--- config.mk ---
export PLATFORM = sky130hd
export DESIGN_NAME = rob_top
export DESIGN_NICKNAME = d
export VERILOG_FILES = /design/src/logic/rob_pkg.sv /design/src/logic/rob_entry.sv /design/src/logic/rob_ptrs.sv /design/src/logic/rob_retire.sv /design/src/logic/rob_top.sv
export SDC_FILE = /design/constraint.sdc
export NUM_CORES = 2
export LEC_CHECK = 0
export BUFFER_PORTS_ARGS = -buffer_cell sky130_fd_sc_hd__buf_2
export CORE_MARGIN = 3
export CORE_UTILIZATION = 35
export DETAILED_ROUTE_END_ITERATION = 10
export GPL_TIMING_DRIVEN = 1
export PLACE_DENSITY = 0.49
export SLEW_MARGIN = 10
export SYNTH_ARGS = -nofsm -noshare
export SYNTH_HDL_FRONTEND = slang
export SYNTH_SLANG_ARGS = --single-unit
--- constraint.sdc ---
create_clock -name clk -period 3.5 [get_ports clk]
set_input_delay 0 -clock clk [delete_from_list [all_inputs] [get_ports clk]]
set_output_delay 0 -clock clk [all_outputs]
set_load 0.02 [all_outputs]
--- src/logic/rob_pkg.sv ---
// Reorder buffer package
// Sizes of the buffer and its buses, the opcode and entry state encodings,
// and the packed structs that carry dispatch, result bus, LSU acknowledge
// and entry contents between the blocks
`default_nettype none

package rob_pkg;

    // Buffer depth and tag width go together, eight slots need a 3 bit tag
    localparam int ROB_DEPTH = 8;
    localparam int ROB_IDX_W = 3;
    localparam int DATA_W    = 32;
    localparam int ADDR_W    = 32;
    localparam int RAT_IDX_W = 5;
    // Number of result buses that can complete ops in one cycle
    localparam int CDB_DEPTH = 2;

    // Kind of op held in an entry
    // OP_JL writes its jump target into pc and keeps the link address in data
    typedef enum logic [2:0] {
        OP_ALU = 3'd0,
        OP_BR  = 3'd1,
        OP_JL  = 3'd2,
        OP_LD  = 3'd3,
        OP_ST  = 3'd4
    } op_t;

    // Entry life cycle, loads and stores pass through LSU_PENDING
    typedef enum logic [1:0] {
        ST_INVALID     = 2'b00,
        ST_PENDING     = 2'b01,
        ST_LSU_PENDING = 2'b10,
        ST_RETIRABLE   = 2'b11
    } entry_state_t;

    // Op written at the tail, data is whatever is known at dispatch time
    typedef struct packed {
        op_t                  op;
        logic [ADDR_W-1:0]    pc;
        logic [RAT_IDX_W-1:0] rdst;
        logic [DATA_W-1:0]    data;
    } dispatch_t;

    // One result bus write
    typedef struct packed {
        logic                 en;
        logic                 redirect;
        logic [ROB_IDX_W-1:0] tag;
        logic [DATA_W-1:0]    data;
    } cdb_t;

    // Acknowledge from the load queue or store queue for the head op
    typedef struct packed {
        logic lq_ack;
        logic sq_ack;
        logic misspeculated;
    } lsu_ack_t;

    // Visible entry contents, also the retire payload
    typedef struct packed {
        logic                 redirect;
        op_t                  op;
        logic [ADDR_W-1:0]    pc;
        logic [RAT_IDX_W-1:0] rdst;
        logic [DATA_W-1:0]    data;
    } entry_t;

endpackage

`default_nettype wire

--- src/logic/rob_entry.sv ---
// Reorder buffer slot
// Holds one op from dispatch to retire. Tracks its state, captures results
// from the result buses by tag and waits for the LSU acknowledge on loads
// and stores before it can retire
`default_nettype none

module rob_entry #(
    parameter int ENTRY_TAG = 0
) (
    input  logic                  clk,
    input  logic                  i_reset,
    input  logic                  i_flush,
    input  logic                  i_dispatch_en,
    input  rob_pkg::dispatch_t    i_dispatch,
    input  rob_pkg::cdb_t         i_cdb [0:rob_pkg::CDB_DEPTH-1],
    input  rob_pkg::lsu_ack_t     i_lsu_ack,
    input  logic                  i_lsu_ack_sel,
    input  logic                  i_retire_en,
    output logic                  o_retirable,
    output logic                  o_lsu_pending,
    output rob_pkg::entry_t       o_entry
);

    logic [rob_pkg::ROB_IDX_W-1:0] entry_tag;
    rob_pkg::entry_state_t         state_r;
    rob_pkg::entry_state_t         state_nxt;
    rob_pkg::entry_t               entry_r;
    rob_pkg::entry_t               entry_nxt;
    logic                          is_lsu_op;
    logic                          lsu_pending;
    logic                          ld_ack;
    logic                          st_ack;
    logic [rob_pkg::CDB_DEPTH-1:0] cdb_match;
    logic                          cdb_hit;

    // The slot index doubles as the tag handed out at dispatch
    assign entry_tag = ENTRY_TAG[rob_pkg::ROB_IDX_W-1:0];

    assign is_lsu_op   = (entry_r.op == rob_pkg::OP_LD) || (entry_r.op == rob_pkg::OP_ST);
    assign lsu_pending = (state_r == rob_pkg::ST_LSU_PENDING);

    // The acknowledge only counts when it is steered here and its kind fits the op
    assign ld_ack = lsu_pending && i_lsu_ack_sel && (entry_r.op == rob_pkg::OP_LD)
                    && i_lsu_ack.lq_ack;
    assign st_ack = lsu_pending && i_lsu_ack_sel && (entry_r.op == rob_pkg::OP_ST)
                    && i_lsu_ack.sq_ack;

    // Only a pending op listens to the result buses
    always_comb begin
        for (int k = 0; k < rob_pkg::CDB_DEPTH; k++) begin
            cdb_match[k] = i_cdb[k].en && (i_cdb[k].tag == entry_tag)
                           && (state_r == rob_pkg::ST_PENDING);
        end
    end

    assign cdb_hit = |cdb_match;

    // Payload update, later assignments win
    // A load acknowledge replaces redirect with the misspeculation report
    always_comb begin
        entry_nxt = entry_r;
        if (ld_ack) begin
            entry_nxt.redirect = i_lsu_ack.misspeculated;
        end
        // Higher numbered buses take priority when two of them hit
        for (int k = 0; k < rob_pkg::CDB_DEPTH; k++) begin
            if (cdb_match[k]) begin
                entry_nxt.redirect = i_cdb[k].redirect;
                // Jumps deliver a target address, which goes into pc
                if (entry_r.op == rob_pkg::OP_JL) begin
                    entry_nxt.pc = i_cdb[k].data;
                end else begin
                    entry_nxt.data = i_cdb[k].data;
                end
            end
        end
        // A new op overwrites everything and starts with redirect clear
        if (i_dispatch_en) begin
            entry_nxt.redirect = 1'b0;
            entry_nxt.op       = i_dispatch.op;
            entry_nxt.pc       = i_dispatch.pc;
            entry_nxt.rdst     = i_dispatch.rdst;
            entry_nxt.data     = i_dispatch.data;
        end
    end

    // Next state, dispatch overrides the case and flush overrides dispatch
    always_comb begin
        state_nxt = state_r;
        case (state_r)
            rob_pkg::ST_INVALID: begin
                state_nxt = rob_pkg::ST_INVALID;
            end
            rob_pkg::ST_PENDING: begin
                if (cdb_hit) begin
                    state_nxt = is_lsu_op ? rob_pkg::ST_LSU_PENDING : rob_pkg::ST_RETIRABLE;
                end
            end
            rob_pkg::ST_LSU_PENDING: begin
                if (ld_ack || st_ack) begin
                    state_nxt = rob_pkg::ST_RETIRABLE;
                end
            end
            rob_pkg::ST_RETIRABLE: begin
                if (i_retire_en) begin
                    state_nxt = rob_pkg::ST_INVALID;
                end
            end
            default: begin
                state_nxt = rob_pkg::ST_INVALID;
            end
        endcase
        if (i_dispatch_en) begin
            state_nxt = rob_pkg::ST_PENDING;
        end
        if (i_flush) begin
            state_nxt = rob_pkg::ST_INVALID;
        end
    end

    always_ff @(posedge clk) begin
        if (i_reset) begin
            state_r <= rob_pkg::ST_INVALID;
        end else begin
            state_r <= state_nxt;
        end
    end

    always_ff @(posedge clk) begin
        entry_r <= entry_nxt;
    end

    assign o_retirable   = (state_r == rob_pkg::ST_RETIRABLE);
    assign o_lsu_pending = lsu_pending;
    assign o_entry       = entry_r;

endmodule

`default_nettype wire

--- src/logic/rob_ptrs.sv ---
// Reorder buffer pointers
// Head and tail indices plus an occupancy count, so that a full buffer
// and an empty one can be told apart when the pointers are equal
`default_nettype none

module rob_ptrs (
    input  logic                          clk,
    input  logic                          i_reset,
    input  logic                          i_dispatch_en,
    input  logic                          i_retire_en,
    input  logic                          i_flush,
    output logic [rob_pkg::ROB_IDX_W-1:0] o_head,
    output logic [rob_pkg::ROB_IDX_W-1:0] o_tail,
    output logic                          o_full,
    output logic                          o_empty
);

    logic [rob_pkg::ROB_IDX_W-1:0] head_r;
    logic [rob_pkg::ROB_IDX_W-1:0] tail_r;
    // One bit wider than the index so it can hold ROB_DEPTH
    logic [rob_pkg::ROB_IDX_W:0]   count_r;
    logic [rob_pkg::ROB_IDX_W-1:0] head_inc;
    logic [rob_pkg::ROB_IDX_W-1:0] tail_inc;

    // Wrap explicitly so a depth that is not a power of two still works
    assign head_inc = (int'(head_r) == rob_pkg::ROB_DEPTH - 1) ? '0 : head_r + 1'b1;
    assign tail_inc = (int'(tail_r) == rob_pkg::ROB_DEPTH - 1) ? '0 : tail_r + 1'b1;

    always_ff @(posedge clk) begin
        if (i_reset || i_flush) begin
            head_r  <= '0;
            tail_r  <= '0;
            count_r <= '0;
        end else begin
            if (i_dispatch_en) begin
                tail_r <= tail_inc;
            end
            if (i_retire_en) begin
                head_r <= head_inc;
            end
            // Count only moves when exactly one side is active
            case ({i_dispatch_en, i_retire_en})
                2'b10: begin
                    count_r <= count_r + 1'b1;
                end
                2'b01: begin
                    count_r <= count_r - 1'b1;
                end
                default: begin
                    count_r <= count_r;
                end
            endcase
        end
    end

    assign o_head  = head_r;
    assign o_tail  = tail_r;
    assign o_full  = (int'(count_r) == rob_pkg::ROB_DEPTH);
    assign o_empty = (count_r == '0);

endmodule

`default_nettype wire

--- src/logic/rob_retire.sv ---
// Reorder buffer retire stage
// Looks only at the head entry. Drives retire, redirect and the LSU
// requests, and steers the retire and acknowledge strobes back to the
// head slot as one-hot vectors
`default_nettype none

module rob_retire (
    input  logic [rob_pkg::ROB_IDX_W-1:0] i_head,
    input  logic [rob_pkg::ROB_DEPTH-1:0] i_retirable,
    input  logic [rob_pkg::ROB_DEPTH-1:0] i_lsu_pending,
    input  rob_pkg::entry_t               i_entries [0:rob_pkg::ROB_DEPTH-1],
    output logic [rob_pkg::ROB_DEPTH-1:0] o_retire_sel,
    output logic [rob_pkg::ROB_DEPTH-1:0] o_lsu_ack_sel,
    output logic                          o_retire_en,
    output rob_pkg::entry_t               o_retire,
    output logic                          o_redirect,
    output logic [rob_pkg::ADDR_W-1:0]    o_redirect_pc,
    output logic                          o_flush,
    output logic                          o_lsu_retire_ld,
    output logic                          o_lsu_retire_st
);

    logic [rob_pkg::ROB_DEPTH-1:0] head_onehot;
    rob_pkg::entry_t               head_entry;
    logic                          head_lsu_pending;

    // Decode the head index once and reuse it for both strobes
    assign head_onehot      = {{(rob_pkg::ROB_DEPTH-1){1'b0}}, 1'b1} << i_head;
    assign head_entry       = i_entries[i_head];
    assign head_lsu_pending = i_lsu_pending[i_head];

    // Retire whenever the head is complete, the consumer never stalls
    assign o_retire_en  = i_retirable[i_head];
    assign o_retire     = head_entry;
    assign o_retire_sel = o_retire_en ? head_onehot : '0;

    // The LSU acknowledge only goes to the head slot while it waits for it
    assign o_lsu_ack_sel = head_lsu_pending ? head_onehot : '0;

    // Ask the load queue or store queue to finish the head op
    assign o_lsu_retire_ld = head_lsu_pending && (head_entry.op == rob_pkg::OP_LD);
    assign o_lsu_retire_st = head_lsu_pending && (head_entry.op == rob_pkg::OP_ST);

    // A redirecting retire restarts fetch at the entry pc
    // and throws away everything younger
    assign o_redirect    = o_retire_en && head_entry.redirect;
    assign o_redirect_pc = head_entry.pc;
    assign o_flush       = o_redirect;

endmodule

`default_nettype wire

--- src/logic/rob_top.sv ---
// Reorder buffer top level
// Builds the entry array, the head and tail pointers and the retire stage.
// Dispatch goes to the tail slot, retire and flush come from the head
`default_nettype none

module rob_top (
    input  logic                          clk,
    input  logic                          i_reset,
    input  logic                          i_dispatch_en,
    input  rob_pkg::dispatch_t            i_dispatch,
    output logic [rob_pkg::ROB_IDX_W-1:0] o_dispatch_tag,
    output logic                          o_full,
    input  rob_pkg::cdb_t                 i_cdb [0:rob_pkg::CDB_DEPTH-1],
    input  rob_pkg::lsu_ack_t             i_lsu_ack,
    output logic                          o_retire_en,
    output rob_pkg::entry_t               o_retire,
    output logic                          o_redirect,
    output logic [rob_pkg::ADDR_W-1:0]    o_redirect_pc,
    output logic                          o_lsu_retire_ld,
    output logic                          o_lsu_retire_st,
    output logic                          o_empty
);

    logic [rob_pkg::ROB_IDX_W-1:0] head;
    logic [rob_pkg::ROB_IDX_W-1:0] tail;
    logic                          flush;
    logic                          dispatch_accept;
    logic [rob_pkg::ROB_DEPTH-1:0] tail_onehot;
    logic [rob_pkg::ROB_DEPTH-1:0] retirable;
    logic [rob_pkg::ROB_DEPTH-1:0] lsu_pending;
    logic [rob_pkg::ROB_DEPTH-1:0] retire_sel;
    logic [rob_pkg::ROB_DEPTH-1:0] lsu_ack_sel;
    rob_pkg::entry_t               entries [0:rob_pkg::ROB_DEPTH-1];

    // A dispatch during a flush cycle is dropped, the tail resets anyway
    assign dispatch_accept = i_dispatch_en && !o_full && !flush;
    assign tail_onehot     = {{(rob_pkg::ROB_DEPTH-1){1'b0}}, 1'b1} << tail;
    assign o_dispatch_tag  = tail;

    rob_ptrs rob_ptrs_i (
        .clk           (clk),
        .i_reset       (i_reset),
        .i_dispatch_en (dispatch_accept),
        .i_retire_en   (o_retire_en),
        .i_flush       (flush),
        .o_head        (head),
        .o_tail        (tail),
        .o_full        (o_full),
        .o_empty       (o_empty)
    );

    // Each slot knows its own index and matches result bus tags against it
    for (genvar i = 0; i < rob_pkg::ROB_DEPTH; i++) begin : g_entry
        rob_entry #(
            .ENTRY_TAG (i)
        ) rob_entry_i (
            .clk           (clk),
            .i_reset       (i_reset),
            .i_flush       (flush),
            .i_dispatch_en (dispatch_accept && tail_onehot[i]),
            .i_dispatch    (i_dispatch),
            .i_cdb         (i_cdb),
            .i_lsu_ack     (i_lsu_ack),
            .i_lsu_ack_sel (lsu_ack_sel[i]),
            .i_retire_en   (retire_sel[i]),
            .o_retirable   (retirable[i]),
            .o_lsu_pending (lsu_pending[i]),
            .o_entry       (entries[i])
        );
    end

    rob_retire rob_retire_i (
        .i_head          (head),
        .i_retirable     (retirable),
        .i_lsu_pending   (lsu_pending),
        .i_entries       (entries),
        .o_retire_sel    (retire_sel),
        .o_lsu_ack_sel   (lsu_ack_sel),
        .o_retire_en     (o_retire_en),
        .o_retire        (o_retire),
        .o_redirect      (o_redirect),
        .o_redirect_pc   (o_redirect_pc),
        .o_flush         (flush),
        .o_lsu_retire_ld (o_lsu_retire_ld),
        .o_lsu_retire_st (o_lsu_retire_st)
    );

endmodule

`default_nettype wire

# Word level (Yosys, flattened, before mapping)
# Cells that the tools add are included.
[word_totals]
register_bits = 610
latch_bits = 0
ramBits = 0
romBits = 0
input_bits = 152
n_memories = 0
[classes]
n_addsub = 4
multipliers = 0
div_mod_pow = 0
order_cmp = 2
n_eq_ne = 117
n_shift = 2
mux = 156
bitwise_logic = 1
reduce_logical = 157
[ops]
columns = ["op", "n"]
rows = [
  ["$mux W32", 64],
  ["$mux W69", 8],
  ["$bmux W73 S3", 1],
  ["$mux W73", 2],
  ["$logic_and A1 B1 Y1", 85],
  ["$pmux W2 S4", 8],
  ["$eq A3 B2 Y1 const B", 21],
  ["$eq A3 B3 Y1 const B", 17],
  ["$mux W2", 24],
  ["$ne A3 B2 Y1 const B", 16],
  ["$reduce_and A3 Y1", 16],
  ["$mux W1", 42],
  ["$eq A2 B2 Y1 const B", 17],
  ["$ne A2 B2 Y1 const B", 16],
  ["$ne A3 B1 Y1 const B", 8],
  ["$reduce_bool A3 Y1", 8],
  ["$reduce_or A3 Y1", 8],
  ["$eq A2 B1 Y1 const B", 9],
  ["$reduce_or A2 Y1", 9],
  ["$logic_or A1 B1 Y1", 17],
  ["$logic_not A2 Y1", 8],
  ["$mux W8", 2],
  ["$ne A2 B1 Y1 const B", 8],
  ["$shl A1 B3 Y8 const A", 2],
  ["15 further kinds", 23],
]

# Depth between registers and ports, before layout
[logic_depth]
depth_word = 11
depth_mapped = 14
mapped_depth_nobuf = 14

# Cells and area by module
# From an unflattened synthesis, not the netlist that was laid out.
[hier_totals]
cells_unflattened = 3393
hier_area_um2 = 32262.2
[by_module_without_submodules]
columns = ["module", "instances", "cells_per_inst", "area_per_inst_um2", "seq_area_each_um2"]
rows = [
  ["rob_entry at g_entry[3].rob_entry_i ...", 3, 373, 3344.5, 1581.5],
  ["rob_entry at g_entry[1].rob_entry_i ...", 2, 373, 3298.2, 1581.5],
  ["rob_retire", 1, 333, 4879.7, 0.0],
  ["rob_entry at g_entry[4].rob_entry_i", 1, 374, 3448.3, 1581.5],
  ["rob_entry at g_entry[7].rob_entry_i", 1, 373, 3325.7, 1581.5],
  ["rob_entry at g_entry[0].rob_entry_i", 1, 373, 3308.2, 1581.5],
  ["rob_ptrs", 1, 62, 579.3, 200.2],
  ["rob_top", 1, 13, 91.3, 0.0],
]

# Worst setup path after synthesis
# OpenSTA, ideal clock, no wires.
[synth_path]
path_type = "register to register"
from = "reg g_entry[7].rob_entry_i.state_r[0]"
to = "reg rob_ptrs_i.count_r[2] (netlist bit)"
arrival_ps = 2980
t_required_ps = 3372
slack_ps = 393
stages_incl_launch_ff = 15
n_path_buf = 0
synth_period_minus_slack_ps = 3107
cell_sequence = "dfxtp_1 > ha_1 > mux4_2 > mux2i_2 > inv_2 > a21oi_1 > inv_1 > ha_1 > xor2_1 > ha_1 > a21oi_1 > xor2_1 > nor2_1 > xnor2_1 > nor2_1"
[synth_via]
elab_chain_len = 8
word_cells_on_any_way = 11
[synth_lines]
columns = ["item", "line", "text"]
rows = [
  ["from (decl)", "rob_entry.sv:25", "rob_pkg::entry_state_t state_r;"],
  ["from (signal assigned)", "rob_entry.sv:123", "state_r <= rob_pkg::ST_INVALID;"],
  ["from (signal assigned)", "rob_entry.sv:125", "state_r <= state_nxt;"],
  ["$eq A2 B2 Y1 (*)", "rob_entry.sv:133", "assign o_retirable = (state_r == rob_pkg::ST_RETIRABLE);"],
  ["$bmux W1 S3 (*)", "rob_retire.sv:33", "assign o_retire_en = i_retirable[i_head];"],
  ["$mux W1 (not written as such) (*)", "rob_retire.sv:33", ""],
  ["net o_retire_en", "rob_top.sv:15", "output logic o_retire_en,"],
  ["$logic_and A1 B1 Y1", "rob_retire.sv:46", "assign o_redirect = o_retire_en && head_entry.redirect;"],
  ["$logic_not A1 Y1", "rob_top.sv:36", "assign dispatch_accept = i_dispatch_en && !o_full && !flush;"],
  ["$logic_and A1 B1 Y1", "rob_top.sv:36", ""],
  ["$eq A2 B1 Y1 / $eq A2 B2 Y1 (equally long branches)", "rob_ptrs.sv:42", "case ({i_dispatch_en, i_retire_en})"],
  ["$pmux W4 S2 / $reduce_bool A2 Y1 (equally long branches)", "--", ""],
  ["to (signal assigned)", "rob_ptrs.sv:44", "count_r <= count_r + 1'b1;"],
  ["to (signal assigned)", "rob_ptrs.sv:47", "count_r <= count_r - 1'b1;"],
  ["to (signal assigned)", "rob_ptrs.sv:50", "count_r <= count_r;"],
  ["to (decl)", "rob_ptrs.sv:21", "logic [rob_pkg::ROB_IDX_W:0] count_r;"],
]
# Mark *: on every way through the listed nets, which the timed path passes. The rest lies on a longest branch. The select of a mux whose other input is x is not followed.
# A chain may end at the register's enable or synchronous reset.

==> impl_table.tex <==
\begin{tabular}{lr}
\hline
Metric & Value \\
\hline
\multicolumn{2}{l}{\textbf{Global routing}} \\
Initial antenna violation count & 7 \\
Global routing usage summed across all routing layers & about 27\% \\
Global-route congestion overflow total & 0 \\
Pin count of the biggest net entering global routing & around 120 \\
First-pass GRT wire length & approximately 220000 µm \\
Via count of the first global-routing pass & roughly 32000 \\
\multicolumn{2}{l}{\textbf{Critical path}} \\
Highest fanout seen on the critical path & 50 \\
Delay of the slowest cell on the worst path & between 0.5 and 0.6 ns \\
Cell Chain, Critical Path & ha\_1, mux4\_2, mux2i\_2, buf\_4, o21ai\_1, buf\_4, inv\_6, buf\_4, a211oi\_1, a21o\_1, dlygate4sd3\_1 \\
Worst path arrival time & around 3.9 ns \\
Worst-path cell with the longest stage delay & sky130\_fd\_sc\_hd\_\_dlygate4sd3\_1 \\
Kind of end point of the critical path & flop \\
Cell mode on critical path & sky130\_fd\_sc\_hd\_\_buf\_4 \\
Crit path kind & flop to flop \\
Required time worst endpoint & 4.02 ns \\
Element type at the critical path start & flop \\
\multicolumn{2}{l}{\textbf{Yosys}} \\
Synth unique cells & roughly 70 \\
Syn Inst Count & 4002 \\
Async set-or-reset flop fraction in the synthesized netlist & 0\% \\
Synthesized area & approximately 36000 µm² \\
Warning count from the yosys run & 0 \\
Most repeated cell in the gate-level netlist after synthesis & sky130\_fd\_sc\_hd\_\_dfxtp\_1 \\
Fraction of synthesized cell area taken by the top area cell type & between 30\% and 40\% \\
Mapped Nets & 4193 \\
Top cell type by total area after synthesis & sky130\_fd\_sc\_hd\_\_dfxtp\_1 \\
Leading post-synthesis cells by cell area & sky130\_fd\_sc\_hd\_\_dfxtp\_1, sky130\_fd\_sc\_hd\_\_mux4\_2, sky130\_fd\_sc\_hd\_\_mux2i\_1, sky130\_fd\_sc\_hd\_\_o22a\_1, sky130\_fd\_sc\_hd\_\_edfxtp\_1 \\
Number of flip-flops and latches in the synthesized netlist & between 600 and 700 \\
Count of flip-flops with a built-in enable after synthesis & 64 \\
Prevailing post-synth register cell & sky130\_fd\_sc\_hd\_\_dfxtp\_1 \\
Leading cell types by count after synthesis & sky130\_fd\_sc\_hd\_\_dfxtp\_1, sky130\_fd\_sc\_hd\_\_nand2\_1, sky130\_fd\_sc\_hd\_\_clkbuf\_1 \\
Average cell area after synthesis & 8.99 µm² \\
Post-synthesis sequential area ratio & around 36\% \\
\multicolumn{2}{l}{\textbf{Floorplan}} \\
Floorplan core area & just over 100000 µm² \\
Row Count & $\sim$120 \\
Die extent in y & 327 µm \\
Total Die Area & 107000 µm² \\
Number of top-level design ports & roughly 270 \\
Initial core utilization & between 30\% and 40\% \\
Die width & 327 µm \\
\multicolumn{2}{l}{\textbf{Route}} \\
Violation count after the first detailed-routing iteration & between 3000 and 4000 \\
Post-DR wirelength/cell & about 27 µm \\
Detailed Route WL & 149000 µm \\
Number of antenna-violating nets in the routed design & 0 \\
Per-cell via count in the routed design & about 6.0 \\
Via count of the routed design & 32800 \\
Number of iterations in the first detailed-routing pass & 5 \\
Drt drc & 0 \\
\multicolumn{2}{l}{\textbf{Power}} \\
Power per Cell Area & 586 nW/µm² \\
Static leakage & $\sim$18 nW \\
Largest vdd supply drop & about 340 µV \\
\multicolumn{2}{l}{\textbf{Placement}} \\
Final GP Congestion & 0.856 \\
Total half-perimeter wirelength after legalization and detailed placement & between 90000 and 100000 µm \\
Pre-CTS WS & 0.550 ns \\
Placed Instance Area & about 38000 µm² \\
Number of buffers added on ports & about 270 \\
\multicolumn{2}{l}{\textbf{STA}} \\
Total negative setup slack & 0 ns \\
Final setup vio count & 0 \\
Post-layout worst setup margin & around 0.16 ns \\
Actual slew at the worst max-slew pin & between 1 and 1.5 ns \\
Number of hold-slack violations in the final timing report & 0 \\
Setup clock skew after layout & around 0.029 ns \\
RSZ-0062 raised after global routing & yes \\
Fraction of the cycle the final worst path needs & between 90\% and 100\% \\
Slew headroom & roughly 27\% \\
Final slew viol count & 0 \\
Min Tclk post-route & 3.34 ns \\
Max Freq & roughly 0.30 GHz \\
\multicolumn{2}{l}{\textbf{Cells and area}} \\
Final Net Count & $\sim$4200 \\
Synth-to-layout area growth & 16.1\% \\
Sequential cell area & between 10000 and 15000 µm² \\
Post-layout instance area & between 40000 and 50000 µm² \\
Fraction of layout instances using a drive strength above 1 & 18.4\% \\
Filler Cells Inserted & 10100 \\
Area of the multi-input gates & a little over 20000 µm² \\
\multicolumn{2}{l}{\textbf{Clocking}} \\
Deepest clock path buffer count & 3 \\
CTS root buffer & sky130\_fd\_sc\_hd\_\_clkbuf\_16 \\
Clock slew at the register clock pins of the worst setup and hold paths & approximately 0.06 ns \\
Count of H-tree levels built during CTS & 3 \\
Clock latency of the later-clocked register in the worst-skew pair & 0.65 ns \\
Number of clock sinks seen by CTS & between 600 and 700 \\
TritonCTS clock tree & yes \\
Number of buffers inserted during clock tree synthesis & 75 \\
\multicolumn{2}{l}{\textbf{Outcome}} \\
Outcome & completed \\
\multicolumn{2}{l}{\textbf{Min path}} \\
Worst hold path class & input pin to flop \\
\multicolumn{2}{l}{\textbf{Run}} \\
Number of max-cap violations & 0 \\
\hline
\end{tabular}
-- stage by stage --
stage	utilization [%]	total power, mW	hold WS, ns	cells
final	41.3	24.5	0.0463	5461
after global routing	41.3	25.7	0.0451	5458
after CTS	41.2	24.5	0.00393	5450
after detailed placement	37.6	16.6	0.290	5190
after global placement	37.6	16.5	0.291	5190
after floorplan	-	15.0	0.0989	4002
-- metal layers --
layer | share of wire, % | wire [µm] | up-vias | GRT usage [%]
li1 | - | - | 14900 | -
met4 | 2.7 | 3970 | 2 | 7.77
met2 | 46 | 68800 | 1395 | 43.8
met1 | 44 | 66000 | 16200 | 37.3
met5 | 0.0087 | 13 | - | 0
met3 | 7.0 | 10400 | 233 | 4.22
-- state kept, by name (all words and copies together), names as in the netlist --
| register | flops |
|---|---|
| g_entry.rob_entry_i.state_r | 16 |
| rob_ptrs_i.count_r | 4 |
| rob_ptrs_i.o_head | 3 |
| rob_ptrs_i.o_tail | 3 |
| g_entry.rob_entry_i.o_entry | 584 |
-- power by group --
| part | switching [mW] | total, mW | internal [mW] | leakage [nW] |
|---|---|---|---|---|
| logic | 3.03 | 6.42 | 3.39 | 11.7 |
| registers | 1.12 | 10.4 | 9.27 | 5.13 |
| clock network | 3.28 | 7.66 | 4.38 | 1.15 |
-- cell families (layout without fill, tap and decap cells) --
logic type      count (synthesis)  in the layout  synth area share [%]
other cells                     0              5                     0
fa+ha+maj                      39             39                  1.36
compound gates               1367           1367                  26.2
mux                           447            447                  17.9
xor+xnor                        6              6                 0.146
simple gates                  943            943                  11.4
buf+inv                       590            687                  7.34
flops                         610            610                  35.7
-- final cells by class --
cell class / count / area share [%]
multi-input cells: 2802 / 49.8
flip-flops and latches: 610 / 30.8
repair buffers: 513 / 9.25
clock buffers: 113 / 5.33
well taps: 1357 / 4.07
inverters: 46 / 0.473
clock inverters: 15 / 0.261
diodes: 5 / 0.0300
-- final timing paths --
kind                                              startpoint  slack [ns]                                               to  cells past startpoint
min                                                i_cdb[18]        0.05       g_entry[0].rob_entry_i.o_entry[55]$_DFF_P_                      4
max reg2reg   g_entry[1].rob_entry_i.state_r[0]$_SDFFE_PP0P_        0.16       g_entry[7].rob_entry_i.o_entry[43]$_DFF_P_                     11
max           g_entry[1].rob_entry_i.state_r[0]$_SDFFE_PP0P_        0.16       g_entry[7].rob_entry_i.o_entry[43]$_DFF_P_                     11
min reg2reg  g_entry[5].rob_entry_i.o_entry[72]$_SDFFE_PP0P_        0.47  g_entry[5].rob_entry_i.o_entry[72]$_SDFFE_PP0P_                      2
-- cells in the final DEF, fill, tap and decap left out, types with 11 or more instances in the layout --
cell type and n:
sky130_fd_sc_hd__o21ai_0 270, sky130_fd_sc_hd__ha_1 39, sky130_fd_sc_hd__nand2_1 495, sky130_fd_sc_hd__dlygate4sd3_1 132
sky130_fd_sc_hd__mux2i_1 261, sky130_fd_sc_hd__buf_2 265, sky130_fd_sc_hd__a211oi_1 228, sky130_fd_sc_hd__and4b_1 11
sky130_fd_sc_hd__clkbuf_16 81, sky130_fd_sc_hd__nand3_1 13, sky130_fd_sc_hd__clkbuf_1 22, sky130_fd_sc_hd__mux2_2 32
sky130_fd_sc_hd__a21oi_1 72, sky130_fd_sc_hd__o22ai_1 256, sky130_fd_sc_hd__or3b_2 15, sky130_fd_sc_hd__inv_1 39
sky130_fd_sc_hd__nand3b_1 12, sky130_fd_sc_hd__mux4_2 152, sky130_fd_sc_hd__edfxtp_1 64, sky130_fd_sc_hd__dfxtp_1 543
sky130_fd_sc_hd__nand3_2 12, sky130_fd_sc_hd__o22a_1 248, sky130_fd_sc_hd__buf_4 90, sky130_fd_sc_hd__o21a_1 11
sky130_fd_sc_hd__clkbuf_8 12, sky130_fd_sc_hd__nor2_1 285, sky130_fd_sc_hd__a21o_1 218, sky130_fd_sc_hd__a31oi_1 20
sky130_fd_sc_hd__buf_12 19
-- worst max-delay path: cells and delay by family (launching register included) --
kind	cells	cell delay, ns
buffers and inverters	5	1.56
multiplexers	2	0.70
flip-flops	1	0.35
AO/OA/AOI/OAI	3	0.35
adder cells (fa/ha/maj)	1	0.25
-- repair_timing --
action / 4_1_cts / 5_1_grt
endpoints found under the setup margin: 0 / 24
buffers inserted: 0 / 4
resized for setup: 0 / 10
hold buffers: 132 / 0
hold endpoints to repair: 590 / 0
Power figures use the tool's default switching activity.
